File: src/hw/ramPkg.sv
package ramPkg;

	// ------------------------------
	// Widths
	// ------------------------------
	localparam int laneCount = 2;
	localparam int laneWidth = 8;
	localparam int ramAdrsWidth = 23;
	localparam int axiAdrsWidth = 8;
	localparam int axiDataWidth = 32;

	typedef logic [ramAdrsWidth-1:0] ramAdrs_t;
	typedef logic [laneCount*laneWidth-1:0] ramWord_t;
	typedef logic [laneWidth-1:0] ramByte_t;
	typedef logic [7:0] clkDiv_t;
	typedef logic [axiAdrsWidth-1:0] axiAdrs_t;
	typedef logic [axiDataWidth-1:0] axiData_t;
	typedef logic [1:0] axiResp_t;

	// PSRAM command codes
	localparam ramByte_t cmdWrite = 8'h38;
	localparam ramByte_t cmdRead = 8'hEB;
	// Address goes out as 24 bits, 3 bytes
	localparam int adrsBytes = 3;
	// Command, address and data byte of a write frame
	localparam int frameBytes = 5;
	localparam int readWaitClks = 4;
	localparam clkDiv_t clkDivReset = 8'd1;

	// ------------------------------
	// Register map
	// ------------------------------
	localparam axiAdrs_t regCtrl = 8'h00;
	localparam axiAdrs_t regAdrs = 8'h04;
	localparam axiAdrs_t regWdata = 8'h08;
	localparam axiAdrs_t regRdata = 8'h0C;
	localparam axiAdrs_t regStatus = 8'h10;
	localparam axiAdrs_t regClkDiv = 8'h14;
	localparam axiResp_t respOkay = 2'b00;
	localparam axiResp_t respSlvErr = 2'b10;

	// Lane engine states, one RAM clock per byte
	typedef enum logic [2:0]
	{
		laneIdle,
		laneCmd,
		laneAdrs,
		laneWait,
		laneData,
		laneEnd
	} laneState_t;

	typedef struct packed
	{
		logic write;
		ramAdrs_t adrs;
		ramWord_t wdata;
	} memReq_t;

	// done is a single-cycle pulse, rdByte valid with it
	typedef struct packed
	{
		logic done;
		ramByte_t rdByte;
	} laneResult_t;

endpackage

File: src/hw/ramCsr.sv
`timescale 1ns/1ps

module ramCsr
(
	input logic sClk,
	input logic rstN,
	// AXI4-Lite write channels
	input ramPkg::axiAdrs_t awaddr,
	input logic awvalid,
	output logic awready,
	input ramPkg::axiData_t wdata,
	input logic [ramPkg::axiDataWidth/8-1:0] wstrb,
	input logic wvalid,
	output logic wready,
	output ramPkg::axiResp_t bresp,
	output logic bvalid,
	input logic bready,
	// AXI4-Lite read channels
	input ramPkg::axiAdrs_t araddr,
	input logic arvalid,
	output logic arready,
	output ramPkg::axiData_t rdata,
	output ramPkg::axiResp_t rresp,
	output logic rvalid,
	input logic rready,
	// Towards the sequencer and lanes
	output logic start,
	output ramPkg::memReq_t req,
	output ramPkg::clkDiv_t clkDiv,
	input logic busy,
	input logic done,
	input ramPkg::ramWord_t rdWord
);
	import ramPkg::*;

	logic wrAccept;
	logic wrFire;
	logic wrOk;
	logic rdAccept;
	logic rdFire;
	logic rdOk;
	axiData_t rdMux;
	logic writeSel;
	ramAdrs_t adrsReg;
	ramWord_t wdataReg;
	ramWord_t rdataReg;
	logic doneFlag;
	logic pendRead;

	// ------------------------------
	// Handshakes
	// ------------------------------
	// Both write channels present, no response outstanding
	assign wrAccept = awvalid && wvalid && !awready && !bvalid;
	assign wrFire = awready && awvalid;
	assign rdAccept = arvalid && !arready && !rvalid;
	assign rdFire = arready && arvalid;

	assign req = '{write: writeSel, adrs: adrsReg, wdata: wdataReg};

	// Offsets that exist, read-only ones included
	always_comb
	begin
		case (awaddr)
			regCtrl, regAdrs, regWdata, regRdata, regStatus, regClkDiv: wrOk = 1'b1;
			default: wrOk = 1'b0;
		endcase
	end

	// Read data select
	always_comb
	begin
		rdMux = '0;
		rdOk = 1'b1;
		case (araddr)
			regCtrl: rdMux[1] = writeSel;
			regAdrs: rdMux[ramAdrsWidth-1:0] = adrsReg;
			regWdata: rdMux[$bits(ramWord_t)-1:0] = wdataReg;
			regRdata: rdMux[$bits(ramWord_t)-1:0] = rdataReg;
			regStatus: rdMux[1:0] = {doneFlag, busy};
			regClkDiv: rdMux[$bits(clkDiv_t)-1:0] = clkDiv;
			default: rdOk = 1'b0;
		endcase
	end

	always_ff @(posedge sClk or negedge rstN)
	begin
		if (!rstN)
		begin
			awready <= 1'b0;
			wready <= 1'b0;
			bvalid <= 1'b0;
			bresp <= respOkay;
			arready <= 1'b0;
			rvalid <= 1'b0;
			rresp <= respOkay;
			rdata <= '0;
		end
		else
		begin
			// Ready for exactly one cycle
			awready <= wrAccept;
			wready <= wrAccept;
			arready <= rdAccept;
			if (wrFire)
			begin
				bvalid <= 1'b1;
				bresp <= wrOk ? respOkay : respSlvErr;
			end
			else if (bready)
				bvalid <= 1'b0;
			if (rdFire)
			begin
				rvalid <= 1'b1;
				rresp <= rdOk ? respOkay : respSlvErr;
				rdata <= rdMux;
			end
			else if (rready)
				rvalid <= 1'b0;
		end
	end

	// ------------------------------
	// Control and status
	// ------------------------------
	always_ff @(posedge sClk or negedge rstN)
	begin
		if (!rstN)
		begin
			start <= 1'b0;
			writeSel <= 1'b0;
			clkDiv <= clkDivReset;
			doneFlag <= 1'b0;
			pendRead <= 1'b0;
			rdataReg <= '0;
		end
		else
		begin
			// Start is a self-clearing pulse
			start <= 1'b0;
			if (wrFire && awaddr == regCtrl && wstrb[0])
			begin
				start <= wdata[0];
				writeSel <= wdata[1];
			end
			if (wrFire && awaddr == regClkDiv && wstrb[0])
				clkDiv <= wdata[$bits(clkDiv_t)-1:0];
			// Sticky done, cleared only by a start the sequencer takes
			if (done)
				doneFlag <= 1'b1;
			else if (start && !busy)
				doneFlag <= 1'b0;
			// Remember the direction of the access in flight
			if (start && !busy)
				pendRead <= !req.write;
			if (done && pendRead)
				rdataReg <= rdWord;
		end
	end

	// Address and write data, byte strobed
	always_ff @(posedge sClk)
	begin
		if (wrFire && awaddr == regAdrs)
		begin
			if (wstrb[0])
				adrsReg[7:0] <= wdata[7:0];
			if (wstrb[1])
				adrsReg[15:8] <= wdata[15:8];
			if (wstrb[2])
				adrsReg[ramAdrsWidth-1:16] <= wdata[ramAdrsWidth-1:16];
		end
		if (wrFire && awaddr == regWdata)
		begin
			if (wstrb[0])
				wdataReg[7:0] <= wdata[7:0];
			if (wstrb[1])
				wdataReg[15:8] <= wdata[15:8];
		end
	end

endmodule

File: src/hw/memAccessSeq.sv
`timescale 1ns/1ps

module memAccessSeq
(
	input logic sClk,
	input logic rstN,
	input logic start,
	input ramPkg::memReq_t reqIn,
	output ramPkg::memReq_t reqOut,
	output logic reqValid,
	input logic [ramPkg::laneCount-1:0] laneReady,
	input logic done,
	output logic busy
);

	// Idle, offer to lanes, wait for the collector
	typedef enum logic [1:0]
	{
		seqIdle,
		seqIssue,
		seqWait
	} seqState_t;

	seqState_t state;

	// ------------------------------
	// Request FSM
	// ------------------------------
	always_ff @(posedge sClk or negedge rstN)
	begin
		if (!rstN)
			state <= seqIdle;
		else
		begin
			case (state)
				seqIdle:
				begin
					// Starts outside idle are dropped
					if (start)
						state <= seqIssue;
				end
				seqIssue:
				begin
					// Every lane takes it in this cycle
					if (&laneReady)
						state <= seqWait;
				end
				seqWait:
				begin
					if (done)
						state <= seqIdle;
				end
				default:
					state <= seqIdle;
			endcase
		end
	end

	// Snapshot of the registers at start, stable until next start
	always_ff @(posedge sClk)
	begin
		if (state == seqIdle && start)
			reqOut <= reqIn;
	end

	assign reqValid = (state == seqIssue);
	// Busy from issue until the merged done
	assign busy = (state != seqIdle);

endmodule

File: src/hw/psramLane.sv
`timescale 1ns/1ps

module psramLane
(
	input logic sClk,
	input logic rstN,
	input ramPkg::memReq_t req,
	input logic reqValid,
	output logic reqReady,
	input logic laneSel,
	input ramPkg::clkDiv_t clkDiv,
	output ramPkg::ramByte_t dqOut,
	input ramPkg::ramByte_t dqIn,
	output logic dqOe,
	output logic ramClk,
	output logic ramCeN,
	output ramPkg::laneResult_t result
);
	import ramPkg::*;

	laneState_t state;
	clkDiv_t divCnt;
	logic [2:0] byteCnt;
	logic isWrite;
	logic [frameBytes*laneWidth-1:0] txShift;
	ramByte_t wrByte;
	ramByte_t rdByteQ;
	logic doneQ;
	logic halfEnd;
	logic clkActive;
	logic clkRise;
	logic clkFall;

	// ------------------------------
	// RAM clock timing
	// ------------------------------
	// Half period is clkDiv+1 sClk cycles
	assign halfEnd = (divCnt >= clkDiv);
	assign clkActive = state inside {laneCmd, laneAdrs, laneWait, laneData};
	assign clkRise = clkActive && halfEnd && !ramClk;
	assign clkFall = clkActive && halfEnd && ramClk;

	assign reqReady = (state == laneIdle);
	// This chip's half of the word
	assign wrByte = req.wdata[laneSel*laneWidth +: laneWidth];
	// Top byte of the frame is on the pins
	assign dqOut = txShift[frameBytes*laneWidth-1 -: laneWidth];
	assign result = '{done: doneQ, rdByte: rdByteQ};

	always_ff @(posedge sClk or negedge rstN)
	begin
		if (!rstN)
		begin
			state <= laneIdle;
			divCnt <= '0;
			byteCnt <= '0;
			ramClk <= 1'b0;
			ramCeN <= 1'b1;
			dqOe <= 1'b0;
			doneQ <= 1'b0;
		end
		else
		begin
			doneQ <= 1'b0;
			divCnt <= halfEnd ? '0 : divCnt + 1'b1;
			if (clkActive && halfEnd)
				ramClk <= ~ramClk;
			case (state)
				laneIdle:
				begin
					// Chip select low, command byte out in the first low phase
					if (reqValid)
					begin
						state <= laneCmd;
						divCnt <= '0;
						byteCnt <= '0;
						ramCeN <= 1'b0;
						dqOe <= 1'b1;
					end
				end
				laneCmd:
				begin
					if (clkFall)
						state <= laneAdrs;
				end
				laneAdrs:
				begin
					if (clkFall)
					begin
						if (byteCnt == adrsBytes - 1)
						begin
							byteCnt <= '0;
							if (isWrite)
								state <= laneData;
							else
							begin
								// Turn the bus around
								state <= laneWait;
								dqOe <= 1'b0;
							end
						end
						else
							byteCnt <= byteCnt + 1'b1;
					end
				end
				laneWait:
				begin
					// Dummy clocks
					if (clkFall)
					begin
						if (byteCnt == readWaitClks - 1)
						begin
							byteCnt <= '0;
							state <= laneData;
						end
						else
							byteCnt <= byteCnt + 1'b1;
					end
				end
				laneData:
				begin
					if (clkFall)
					begin
						state <= laneEnd;
						ramCeN <= 1'b1;
						dqOe <= 1'b0;
					end
				end
				laneEnd:
				begin
					// CE high for a half period, then report
					if (halfEnd)
					begin
						state <= laneIdle;
						doneQ <= 1'b1;
					end
				end
				default:
					state <= laneIdle;
			endcase
		end
	end

	// ------------------------------
	// Frame shifter and read capture
	// ------------------------------
	always_ff @(posedge sClk)
	begin
		if (reqReady && reqValid)
		begin
			isWrite <= req.write;
			txShift <= {req.write ? cmdWrite : cmdRead,
				{(adrsBytes*laneWidth-ramAdrsWidth){1'b0}}, req.adrs, wrByte};
		end
		else if (clkFall)
			txShift <= txShift << laneWidth;
		// Sample as ramClk rises
		if (clkRise && state == laneData && !isWrite)
			rdByteQ <= dqIn;
	end

endmodule

File: src/hw/readCollector.sv
`timescale 1ns/1ps

module readCollector
(
	input logic sClk,
	input logic rstN,
	input ramPkg::laneResult_t results [ramPkg::laneCount],
	output ramPkg::ramWord_t rdWord,
	output logic done
);
	import ramPkg::*;

	logic [laneCount-1:0] finished;
	logic [laneCount-1:0] laneDone;
	ramByte_t byteReg [laneCount];

	// Lane 0 is the low byte
	always_comb
	begin
		for (int i = 0; i < laneCount; i++)
		begin
			laneDone[i] = results[i].done;
			rdWord[i*laneWidth +: laneWidth] = byteReg[i];
		end
	end

	// ------------------------------
	// Finish mask
	// ------------------------------
	always_ff @(posedge sClk or negedge rstN)
	begin
		if (!rstN)
		begin
			finished <= '0;
			done <= 1'b0;
		end
		else if (&(finished | laneDone))
		begin
			// Last lane in, pulse next cycle
			finished <= '0;
			done <= 1'b1;
		end
		else
		begin
			finished <= finished | laneDone;
			done <= 1'b0;
		end
	end

	// Byte capture per lane
	always_ff @(posedge sClk)
	begin
		for (int i = 0; i < laneCount; i++)
		begin
			if (laneDone[i])
				byteReg[i] <= results[i].rdByte;
		end
	end

endmodule

File: src/hw/ramBlock.sv
`timescale 1ns/1ps

module ramBlock
(
	input logic sClk,
	input logic rstN,
	// AXI4-Lite slave
	input ramPkg::axiAdrs_t awaddr,
	input logic awvalid,
	output logic awready,
	input ramPkg::axiData_t wdata,
	input logic [ramPkg::axiDataWidth/8-1:0] wstrb,
	input logic wvalid,
	output logic wready,
	output ramPkg::axiResp_t bresp,
	output logic bvalid,
	input logic bready,
	input ramPkg::axiAdrs_t araddr,
	input logic arvalid,
	output logic arready,
	output ramPkg::axiData_t rdata,
	output ramPkg::axiResp_t rresp,
	output logic rvalid,
	input logic rready,
	// PSRAM pins, one byte slice per chip
	output wire ramPkg::ramWord_t ramDq,
	input ramPkg::ramWord_t ramDqIn,
	output wire [ramPkg::laneCount-1:0] ramDqOe,
	output wire [ramPkg::laneCount-1:0] ramClk,
	output wire [ramPkg::laneCount-1:0] ramCeN
);
	import ramPkg::*;

	logic start;
	logic busy;
	logic done;
	logic reqValid;
	memReq_t csrReq;
	memReq_t laneReq;
	clkDiv_t clkDiv;
	ramWord_t rdWord;
	wire [laneCount-1:0] laneReady;
	laneResult_t laneRes [laneCount];

	// ------------------------------
	// Register slave
	// ------------------------------
	ramCsr ramCsr
	(
		.sClk(sClk),			.rstN(rstN),
		.awaddr(awaddr),		.awvalid(awvalid),		.awready(awready),
		.wdata(wdata),			.wstrb(wstrb),
		.wvalid(wvalid),		.wready(wready),
		.bresp(bresp),			.bvalid(bvalid),		.bready(bready),
		.araddr(araddr),		.arvalid(arvalid),		.arready(arready),
		.rdata(rdata),			.rresp(rresp),
		.rvalid(rvalid),		.rready(rready),
		.start(start),			.req(csrReq),			.clkDiv(clkDiv),
		.busy(busy),			.done(done),			.rdWord(rdWord)
	);

	// One request to all lanes
	memAccessSeq memAccessSeq
	(
		.sClk(sClk),			.rstN(rstN),
		.start(start),			.reqIn(csrReq),
		.reqOut(laneReq),		.reqValid(reqValid),
		.laneReady(laneReady),	.done(done),			.busy(busy)
	);

	// ------------------------------
	// Lane per chip
	// ------------------------------
	for (genvar i = 0; i < laneCount; i++)
	begin : gLane
		psramLane psramLane
		(
			.sClk(sClk),			.rstN(rstN),
			.req(laneReq),			.reqValid(reqValid),
			.reqReady(laneReady[i]),
			.laneSel(1'(i)),		.clkDiv(clkDiv),
			.dqOut(ramDq[i*laneWidth +: laneWidth]),
			.dqIn(ramDqIn[i*laneWidth +: laneWidth]),
			.dqOe(ramDqOe[i]),		.ramClk(ramClk[i]),
			.ramCeN(ramCeN[i]),		.result(laneRes[i])
		);
	end

	// Byte merge and completion
	readCollector readCollector
	(
		.sClk(sClk),			.rstN(rstN),
		.results(laneRes),		.rdWord(rdWord),		.done(done)
	);

endmodule

File: config.mk
export PLATFORM = sky130hd
export DESIGN_NAME = ramBlock
export DESIGN_NICKNAME = d
export VERILOG_FILES = /design/src/hw/ramPkg.sv /design/src/hw/ramCsr.sv /design/src/hw/memAccessSeq.sv /design/src/hw/psramLane.sv /design/src/hw/readCollector.sv /design/src/hw/ramBlock.sv
export SDC_FILE = /design/constraint.sdc
export NUM_CORES = 1
export LEC_CHECK = 0
export ABC_AREA = 1
export BUFFER_PORTS_ARGS = -buffer_cell sky130_fd_sc_hd__buf_4
export CAP_MARGIN = 20
export CELL_PAD_IN_SITES_DETAIL_PLACEMENT = 1
export CELL_PAD_IN_SITES_GLOBAL_PLACEMENT = 2
export CORE_AREA = 3 3 175 177
export CTS_CLUSTER_DIAMETER = 50
export DETAILED_ROUTE_END_ITERATION = 8
export DIE_AREA = 0 0 178 180
export PLACE_DENSITY_LB_ADDON = 0.1
export SETUP_SLACK_MARGIN = 0.1
export SLEW_MARGIN = 15
export SYNTH_ARGS = -nofsm -noshare
export SYNTH_HDL_FRONTEND = slang
export SYNTH_SLANG_ARGS = --single-unit
File: constraint.sdc
create_clock -name sClk -period 8 [get_ports sClk]
set_clock_uncertainty 0.2 [all_clocks]
set_input_delay 1.2 -clock sClk [delete_from_list [all_inputs] [get_ports sClk]]
set_output_delay 1.2 -clock sClk [all_outputs]
set_load 0.02 [all_outputs]
==> results.ini, run 1 <==
[outcome]
status = complete, no violations

[worst_setup_path]
reg2reg_from = ramCsr.clkDiv[6]$_DFFE_PN0P_
path_depth = 9
startpoint = ramCsr.clkDiv[6]$_DFFE_PN0P_
r2r_slack_ps = 4760
worst-path-buf-inv = 2
critical_path_arrival_ps = 3200
path_max_fanout = 27
endpoint = gLane[1].psramLane.txShift[20]$_DFFE_PP_
path_class = flip-flop to flip-flop
cpMaxStageDelayCell = nand2_1
crit_path_end_kind = flip-flop
cpLargestDelayFamily = simple AND/OR/NAND/NOR gates
worstPathCellList = inv_1 -> ha_1 -> nand2_1 -> nor2_1 -> nand4_1 -> nand3_2 -> nand3_2 -> nand2_1 -> buf_4
crit_required_ps = 7970
cp-start-kind = flip-flop
max_stage_delay_ps = 570
rr_worst_depth = 9
r2r-end = gLane[1].psramLane.txShift[20]$_DFFE_PP_

[placed_design]
place_ws_ps = 4278
dp_hpwl_um = 19680
gp_congestion = 0.7764
place_area_um2 = 13250
io_buffers = 116

[global_routing]
grt_pass1_vias = 8131
grt_start_max_net_pins = 63
grt-ovfl-total = 0
grt_pass1_wl_um = 44660
antenna_found_initial = 0
grt_usage_pct = 17.62

[die]
start_util_pct = 41.40
dieArea_um2 = 32040
rows = 63
core_area_um2 = 29400
io_pins = 138
die_w_um = 178
die_h_um = 180

[route]
drtAntennaViolNets = 0
drt_iter0_drc = 506
vias = 7714
dr.pass1.iters = 5
drcViolationCount = 0
wl_per_cell_um = 17.30
routed_wl_um = 27770
viasPerCell = 4.806

[cells_and_area]
final_area_um2 = 14530
nNetsFinal = 1288
diodes = 0
final_core_util_pct = 49.41
layout_common_cells = nand2_1, edfxtp_1, buf_4
ff_latch_area_um2 = 8232
layout-area-overhead-vs-synth_pct = 19.35
nFillCells = 3163
final_common_cell = nand2_1
final_layout_size_suffix_gt1_share_pct = 19.59
multi_input_area_um2 = 3119

[sta]
post-route-min-period_ps = 3237
final_hold_viol_count = 0
postLayoutSetupSlackWorst_ps = 4763
slew_headroom_pct = 36.20
fmax_ghz = 0.3090
setup_tns_ps = 0
rsz0062_at_grt = false
worst_pin_slew_ps = 955.9
finalCritPeriodShare_pct = 40.46
final_max_slew_viol_count = 0
setup_viol = 0

[clock_network]
path_clk_slew_ps = 60
cts.sinks = 291
cts_setup_buffers = 0
numCtsBuffers = 37
clock_path_buffers = 3
h-tree-depth = 2
cts-root-buf = clkbuf_16
cts_hold_buf = 0
worst_skew_pair.late_latency_ps = 520
post_cts_resized = 0
tritoncts = yes

[synthesis]
yosysUniqueCellTypes = 47
seq_area_frac_synth_pct = 67.63
ys_async_sr_fraction_pct = 33.68
synth_flop_cell = edfxtp_1
synth_area_per_cell_um2 = 11.36
syn_area_um2 = 12170
yosys_warnings = 0
synth_edf_count = 191
synth_seq_cells = 291
synth_cells = 1071

[pwr]
p_leak_nw = 6.286
p_total_mw = 4.699
ir_worst_vdd_v = 0.0001424
powerDensity_nw_per_um2 = 323.5

[worst_hold_path]
hp-class = flip-flop to flip-flop

[run]
maxCapViolations = 0

## flip-flops by register name (all words and copies together) (netlist names), 6 cells and up
signal                   count
gLane.psramLane.state        6
memAccessSeq.reqOut         40
ramCsr.clkDiv                8
ramCsr.adrsReg              23
gLane.psramLane.rdByteQ     16
readCollector.byteReg       16
gLane.psramLane.divCnt      16
gLane.psramLane.txShift     80
ramCsr.rdataReg             16
ramCsr.rdata                23
gLane.psramLane.byteCnt      6
ramCsr.wdataReg             16
## synthesized netlist by cell type, types with 3 or more instances
master / instances / area share, %
a211oi_1: 7 / 0.43
a21oi_1: 22 / 0.90
a221oi_1: 4 / 0.29
buf_2: 10 / 0.41
buf_4: 36 / 2.2
buf_6: 3 / 0.28
clkbuf_1: 8 / 0.25
dfrtp_1: 95 / 20
dfstp_2: 3 / 0.65
edfxtp_1: 191 / 47
ha_1: 26 / 2.7
inv_1: 122 / 3.8
inv_2: 7 / 0.22
mux2_2: 16 / 1.5
nand2_1: 230 / 7.1
nand2_2: 5 / 0.26
nand3_1: 28 / 1.2
nand3_2: 3 / 0.25
nand3b_1: 5 / 0.31
nand4_1: 4 / 0.21
nor2_1: 96 / 3.0
nor2_2: 6 / 0.31
nor3_1: 10 / 0.41
nor3b_1: 3 / 0.19
nor4_1: 4 / 0.21
o21ai_0: 89 / 3.7
o21ai_1: 4 / 0.16
xor2_1: 8 / 0.58
## kinds of logic (layout without fill, tap and decap cells)
family                     after synthesis  in the layout  share of synthesized area, %
DFF                                    291            291                         67.63
other                                    1             11                       0.03081
AOI/OAI and AO/OA                      140            140                         6.548
buffers and inverters                  188            322                         7.196
xor gates and xnor gates                10             10                        0.7196
muxes                                   16             16                         1.480
adders and majority gates               26             26                         2.673
and+or+nand+nor                        399            399                         13.72
## layout make-up
cell class              count  area share, %
inverters                 129          3.333
repair buffers            126          6.632
multi-input cells         602          21.47
well taps                 390          3.359
clock buffers              45          6.787
flip-flops and latches    291          56.67
clock inverters            22          1.748
## how the worst min path moves through the flow
stage,cells after the start,start,slack [ps],to
after floorplan,0,gLane[0].psramLane.rdByteQ[0]$_DFFE_PP_,200,readCollector.byteReg[0][0]$_DFFE_PP_
after global placement,0,gLane[0].psramLane.rdByteQ[0]$_DFFE_PP_,200,readCollector.byteReg[0][0]$_DFFE_PP_
after detailed placement,0,gLane[0].psramLane.rdByteQ[0]$_DFFE_PP_,210,readCollector.byteReg[0][0]$_DFFE_PP_
after CTS,0,gLane[0].psramLane.rdByteQ[0]$_DFFE_PP_,220,readCollector.byteReg[0][0]$_DFFE_PP_
after global routing,0,gLane[1].psramLane.rdByteQ[6]$_DFFE_PP_,230,readCollector.byteReg[1][6]$_DFFE_PP_
final,0,gLane[1].psramLane.rdByteQ[6]$_DFFE_PP_,220,readCollector.byteReg[1][6]$_DFFE_PP_
## metrics by stage
stage          hold WS [ps]  std cells
6_report              219.3       1605
5_1_grt               225.3       1605
4_1_cts               222.0       1604
3_5_place_dp          207.5       1537
3_3_place_gp          202.4       1535
2_1_floorplan         200.3       1081
## power by group
part	switching (mW)	total (mW)	leakage (nW)	internal, mW
clock network	0.649	1.67	0.598	1.02
registers	0.111	2.10	3.12	1.99
logic	0.633	0.927	2.57	0.294
## metal layers
layer	vias up	global-route usage, %	part of all wire (%)
li1	3768	-	-
met1	3755	25.34	47
met2	159	27.81	47
met3	32	3.211	4.6
met4	0	4.304	1.5
met5	-	0	0
(Power assumes the default switching activity.)
==> run 2, diff against run 1 <==
Settings changed: CORE_AREA 3 3 175 177 to 3 3 181 183, DIE_AREA 0 0 178 180 to 0 0 184 186.
Clock period 8 ns to 3.11 ns, I/O delays scaled along.
==> run 2 against run 1 <==
Sequential power increased to 2.6 times the previous value; sequential share of layout area decreased by 2.1 points; fmax increased by 25%; die area increased by 6.8%; core utilization decreased by 1.3 points; clock power increased to 2.5 times the previous value; sequential cell count unchanged; via count increased by 2.1%; highest routed layer unchanged.
==> results.ini, run 2 (synthesized netlist as in run 1, its figures left out) <==
[outcome]
status = complete, no violations

[global_routing]
grt_pass1_wl_um = 46140  ; +3.3%
grt_pass1_vias = 8476  ; +4.2%
grt_usage_pct = 17.18  ; -0.44 points
grt-ovfl-total = 0  ; unchanged
use_met2_pct = 28.86  ; +1.1 points
gr-max-usage-layer = met2
grt_start_max_net_pins = 41  ; -35%
grt_util_met3_pct = 3.674  ; +0.46 points
met1_usage_pct = 22.86  ; -2.5 points
antenna_found_initial = 0  ; unchanged

[sta]
slew_headroom_pct = 57.64  ; +21 points
fmax_ghz = 0.3866  ; +25%
final_max_slew_viol_count = 0  ; unchanged
rsz0062_at_grt = false
setup_tns_ps = 0  ; unchanged
worst_pin_slew_ps = 633.8  ; -322.1 ps
final_hold_viol_count = 0  ; unchanged
finalCritPeriodShare_pct = 83.17  ; +43 points
post-route-min-period_ps = 2587  ; -650.0 ps
setup_viol = 0  ; unchanged

[pwr]
p_leak_nw = 6.527  ; +3.8%
ir_worst_vdd_v = 0.0003664  ; +160%
power_frac_seq_pct = 44.6  ; about the same
p_sw_share_pct = 29.11  ; -0.54 points
internal_power_mw = 8.593  ; +160%
combPwrFrac_pct = 20.8  ; +1.1 points
powerDensity_nw_per_um2 = 803.4  ; +150%
clkPwrFrac_pct = 34.6  ; -0.9 points
p_total_mw = 12.12  ; +160%
switchingPower_mw = 3.529  ; +150%

[worst_hold_path]
whs_path_depth = 3  ; +3
hp-class = primary input to flip-flop
worstHoldStart = awvalid
holdPathEnd = ramCsr.bresp[1]$_DFFE_PN0P_

[worst_setup_path]
path_max_fanout = 18  ; -33%
r2r_slack_ps = 520  ; -4240 ps
cp-start-kind = flip-flop
path_class = flip-flop to flip-flop
r2r-end = gLane[1].psramLane.txShift[30]$_DFFE_PP_
crit_required_ps = 3090  ; -4880 ps
reg2reg_from = ramCsr.clkDiv[6]$_DFFE_PN0P_
rr_worst_depth = 9  ; unchanged
crit_path_end_kind = flip-flop
critical_path_arrival_ps = 2570  ; -630 ps

[route]
viasPerCell = 4.708  ; -2.0%
drcViolationCount = 0  ; unchanged
drtAntennaViolNets = 0  ; unchanged
dr.pass1.iters = 4  ; -1
routed_wl_um = 28740  ; +3.5%
drt_iter0_drc = 343  ; -32%
wl_per_cell_um = 17.18  ; -0.70%
vias = 7877  ; +2.1%

[clock_network]
clock_path_buffers = 3  ; unchanged
post_cts_resized = 0  ; unchanged
h-tree-depth = 2  ; unchanged
cts-root-buf = clkbuf_16
worst_skew_pair.late_latency_ps = 510  ; about the same
cts_setup_buffers = 0  ; unchanged
cts_hold_buf = 45  ; +45
numCtsBuffers = 36  ; -2.7%
tritoncts = yes
cts.sinks = 291  ; unchanged
path_clk_slew_ps = 60  ; about the same

[placed_design]
dp_hpwl_um = 20280  ; +3.1%
gp_congestion = 0.7629  ; -1.7%
dp_cells = 1562  ; +1.6%
io_buffers = 116  ; unchanged

[cells_and_area]
largestRegisters = gLane.psramLane.txShift x80, memAccessSeq.reqOut x40
diodes = 0  ; unchanged
nNetsFinal = 1344  ; +4.3%
layout-area-overhead-vs-synth_pct = 23.97
layout_common_cells = nand2_1, edfxtp_1, buf_4
final_common_cell = nand2_1
layoutNonFillerInstCount = 1673  ; +4.2%
top_register = gLane.psramLane.txShift
largest_reg_flops = 80  ; unchanged
final_layout_size_suffix_gt1_share_pct = 19.28  ; -0.31 points

[die]
core_area_um2 = 31390  ; +6.8%
die_h_um = 186  ; +3.3%
start_util_pct = 38.77  ; -2.6 points
die_w_um = 184  ; +3.4%
rows = 65  ; +3.2%
dieArea_um2 = 34220  ; +6.8%
io_pins = 138  ; unchanged

[run]
maxCapViolations = 0  ; unchanged

run 2: worst max path at each step:
stage | startpoint | endpoint | cells after the start
floorplan | ramCsr.clkDiv[7]$_DFFE_PN0P_ | gLane[1].psramLane.txShift[0]$_DFFE_PP_ | 9
global placement | ramCsr.clkDiv[6]$_DFFE_PN0P_ | gLane[1].psramLane.txShift[38]$_DFFE_PP_ | 9
detailed placement | ramCsr.clkDiv[6]$_DFFE_PN0P_ | gLane[1].psramLane.txShift[32]$_DFFE_PP_ | 9
CTS | ramCsr.clkDiv[6]$_DFFE_PN0P_ | gLane[1].psramLane.txShift[32]$_DFFE_PP_ | 9
global route | ramCsr.clkDiv[1]$_DFFE_PN0P_ | gLane[0].psramLane.dqOe$_DFFE_PN0P_ | 14
finish | ramCsr.clkDiv[6]$_DFFE_PN0P_ | gLane[1].psramLane.txShift[30]$_DFFE_PP_ | 9
run 2: cell type report:
cell class / count / area (µm²)
multi-input cells: 602 / 3114
flip-flops and latches: 291 / 8232
inverters: 129 / 484.2
repair buffers: 183 / 1549
clock inverters: 18 / 200.2
fillers: 3395 / 16300
clock buffers: 48 / 1007
well taps: 402 / 503.0
run 2: worst max-delay path, cell delays in order (launching register included):
cell,delay (ps)
dfrtp_1,340
inv_1,130
ha_1,320
nand2_1,60
nor2_1,140
nand4_1,160
nand3_2,200
nand3_2,200
nand2_1,180
buf_4,300
run 2: routing by layer:
metal	up-vias	part of all wire, %
met5	-	0
met2	149	48
met1	3810	46
met3	45	4.5
li1	3873	-
met4	0	2.2
run 2: stage by stage:
step           util, %  hold WS, ps  setup WS, ps  area (µm²)
3_5_place_dp     42.79        196.2         510.5       13430
4_1_cts          48.07        49.80         490.1       15090
5_1_grt          48.07        83.69         301.0       15090
6_report         48.07        70.48         523.5       15090
3_3_place_gp     42.79        193.6         571.1       13430
2_1_floorplan        -       -29.09         325.7       12210
run 2: power by group through the flow:
stage / clock, mW / combinational (mW) / sequential (mW)
after floorplan: 0 / 1.79 / 5.43
after global placement: 0 / 2.47 / 5.46
after detailed placement: 0 / 2.52 / 5.49
after CTS: 4.31 / 2.57 / 5.42
after global routing: 4.47 / 2.86 / 5.48
final: 4.19 / 2.52 / 5.41
==> run 3, diff against run 2 <==
Settings changed: CORE_AREA 3 3 181 183 to 3 3 191 193, DIE_AREA 0 0 184 186 to 0 0 194 196.
Clock period 3.11 ns to 2.2 ns, I/O delays scaled along.
==> run 3 against run 2 <==
The flow now finishes with violations (setup timing); die area is 11% higher; sequential cell count stayed put; clock-buffer cell count is 4 higher; register-to-register slack worse by 640 ps; largest power group unchanged; non-clock buffer count is 62 higher; wire length is 8.3% higher; fmax is 12% higher; core utilization is 0.78 points lower.
==> results.ini, run 3 (synthesized netlist as in run 1, its figures left out) <==
[outcome]
status = finished with violations
violations = setup timing

[pwr]
clkPwrFrac_pct = 32.1  ; -2.5 points
power_frac_seq_pct = 41.5  ; -3.1 points
powerDensity_nw_per_um2 = 1124  ; +40%
p_leak_nw = 7.005  ; +7.3%
combPwrFrac_pct = 26.3  ; +5.5 points
ir_worst_vdd_v = 0.0005034  ; +37%
p_total_mw = 18.45  ; +52%
p_sw_share_pct = 30.38  ; +1.3 points
switchingPower_mw = 5.604  ; +59%
internal_power_mw = 12.84  ; +49%

[global_routing]
grt_pass1_vias = 8724  ; +2.9%
grt_start_max_net_pins = 54  ; +32%
grt-ovfl-total = 0  ; unchanged
grt_usage_pct = 16.10  ; -1.1 points
antenna_found_initial = 0  ; unchanged
grt_pass1_wl_um = 48740  ; +5.6%

[worst_setup_path]
endpoint = gLane[0].psramLane.rdByteQ[7]$_DFFE_PP_
path_class = flip-flop to flip-flop
crit_required_ps = 2220  ; -870 ps
path_max_fanout = 8  ; -10
startpoint = ramCsr.clkDiv[1]$_DFFE_PN0P_
path_depth = 12  ; +3
critical_path_arrival_ps = 2330  ; -240 ps
worstPathCellList = inv_2 -> ha_4 -> nand2_2 -> nand3_2 -> nand2_2 -> nand2_2 -> nand2_4 -> nand2_4 -> buf_6 -> nand2_4 -> nor4_4 -> buf_12
reg2reg_from = ramCsr.clkDiv[1]$_DFFE_PN0P_
r2r-end = gLane[0].psramLane.rdByteQ[7]$_DFFE_PP_
cpLargestDelayFamily = simple AND/OR/NAND/NOR gates
rr_worst_depth = 12  ; +3
crit_path_end_kind = flip-flop
worst-path-buf-inv = 3  ; +1
cpMaxStageDelayCell = dfrtp_1
cp-start-kind = flip-flop
max_stage_delay_ps = 350  ; about the same
r2r_slack_ps = -110  ; -640 ps

[sta]
setup_tns_ps = -3103  ; -3103 ps
final_hold_viol_count = 0  ; unchanged
finalCritPeriodShare_pct = 105.1  ; +22 points
post-route-min-period_ps = 2312  ; -274.4 ps
postLayoutSetupSlackWorst_ps = -112.1  ; -635.6 ps
holdWs_ps = 42.48  ; -28.00 ps
setup_viol = 55  ; +55
slew_headroom_pct = 60.69  ; +3.1 points
fmax_ghz = 0.4325  ; +12%
final_max_slew_viol_count = 0  ; unchanged
rsz0062_at_grt = true
worst_pin_slew_ps = 584.2  ; -49.61 ps

[route]
viasPerCell = 4.534  ; -3.7%
vias = 8157  ; +3.6%
routed_wl_um = 31130  ; +8.3%
drtAntennaViolNets = 0  ; unchanged
drcViolationCount = 0  ; unchanged
wl_per_cell_um = 17.30  ; +0.70%
dr.pass1.iters = 4  ; unchanged
drt_iter0_drc = 292  ; -15%

[cells_and_area]
largest_reg_flops = 80  ; unchanged
top_register = gLane.psramLane.txShift
nNetsFinal = 1415  ; +5.3%
largestRegisters = gLane.psramLane.txShift x80, memAccessSeq.reqOut x40
final_layout_size_suffix_gt1_share_pct = 28.20  ; +8.9 points
layout-area-overhead-vs-synth_pct = 34.85
layoutNonFillerInstCount = 1799  ; +7.5%
final_common_cell = nand2_1
layout_common_cells = nand2_1, edfxtp_1, buf_4
diodes = 0  ; unchanged

[die]
rows = 68  ; +4.6%
core_area_um2 = 34710  ; +11%
dieArea_um2 = 38020  ; +11%
start_util_pct = 35.06  ; -3.7 points
io_pins = 138  ; unchanged
die_h_um = 196  ; +5.4%
die_w_um = 194  ; +5.4%

[clock_network]
tritoncts = yes
h-tree-depth = 2  ; unchanged
cts-root-buf = clkbuf_16
worst_skew_pair.late_latency_ps = 510  ; about the same
cts.sinks = 291  ; unchanged
path_clk_slew_ps = 60  ; about the same
clock_path_buffers = 3  ; unchanged
numCtsBuffers = 39  ; +8.3%

[placed_design]
dp_hpwl_um = 21630  ; +6.6%
io_buffers = 116  ; unchanged
gp_congestion = 0.7448  ; -2.4%
dp_cells = 1660  ; +6.3%

[worst_hold_path]
hp-class = primary input to flip-flop
whs_path_depth = 5  ; +2

[run]
maxCapViolations = 0  ; unchanged

## run 3: changes by cell type in the layout (fill, tap and decap cells not counted), sizes merged, moves of 3 or more
cell,change
buf,+54
clkbuf,+7
nand2,+6
dlygate4sd3,+5
bufinv,-3
inv,+3
## run 3: final cells by class
| type | instances | area [µm²] |
|---|---|---|
| clock buffer | 52 | 1077 |
| clock inverter | 19 | 151.4 |
| fill | 3638 | 18300 |
| inverter | 129 | 489.2 |
| multi-input combinational | 608 | 3675 |
| sequential | 291 | 8232 |
| tap | 455 | 569.3 |
| timing repair buffer | 245 | 2220 |
## run 3: worst reg2reg max path, cell delays in order, from the launching register on
cell,delay (ps)
dfrtp_1,350
inv_2,90
ha_4,290
nand2_2,60
nand3_2,70
nand2_2,60
nand2_2,70
nand2_4,70
nand2_4,90
buf_6,120
nand2_4,50
nor4_4,340
buf_12,180
## run 3: worst min-delay path by stage
stage | slack (ps) | from | endpoint
after detailed placement | 150 | rstN | ramCsr.rdata[17]$_DFFE_PN0P_
after floorplan | -170 | rstN | gLane[0].psramLane.byteCnt[0]$_DFFE_PN0P_
final | 40 | awaddr[0] | ramCsr.bresp[1]$_DFFE_PN0P_
after CTS | 20 | awaddr[1] | ramCsr.bresp[1]$_DFFE_PN0P_
after global placement | 150 | rstN | ramCsr.rdata[18]$_DFFE_PN0P_
after global routing | 70 | awaddr[0] | ramCsr.bresp[1]$_DFFE_PN0P_
## run 3: routing by layer
layer | track usage [%] | part of all wire [%] | vias up
li1 | - | - | 4029
met1 | 21.95 | 47 | 3937
met2 | 27.14 | 48 | 149
met3 | 2.765 | 4.2 | 42
met4 | 3.644 | 1.7 | 0
met5 | 0 | 0 | -
## run 3: what timing repair did
| item | in CTS | in global routing |
|---|---|---|
| setup endpoints to repair | 188 | 197 |
| gates cloned | 4 | 6 |
| pin swaps | 14 | 18 |
| hold endpoints to repair | 168 | 0 |
| setup buffers | 6 | 3 |
| hold buffers | 50 | 0 |
| gates resized for setup | 41 | 86 |
## run 3: through the flow
step / cell area (µm²) / utilization [%] / setup WS [ps]
after floorplan: 12280 / - / 20.41
after CTS: 15990 / 46.07 / -110.4
after global routing: 16410 / 47.28 / -207.2
after detailed placement: 13970 / 40.23 / -198.0
final: 16410 / 47.28 / -112.1
after global placement: 13970 / 40.23 / -174.5
## run 3: power by group through the flow
stage / clock network, mW / registers (mW) / logic [mW]
after floorplan: 0 / 7.65 / 2.61
after global placement: 0 / 7.74 / 3.82
after detailed placement: 0 / 7.75 / 3.88
after CTS: 6.11 / 7.66 / 4.35
after global routing: 6.36 / 7.77 / 5.40
final: 5.92 / 7.66 / 4.86
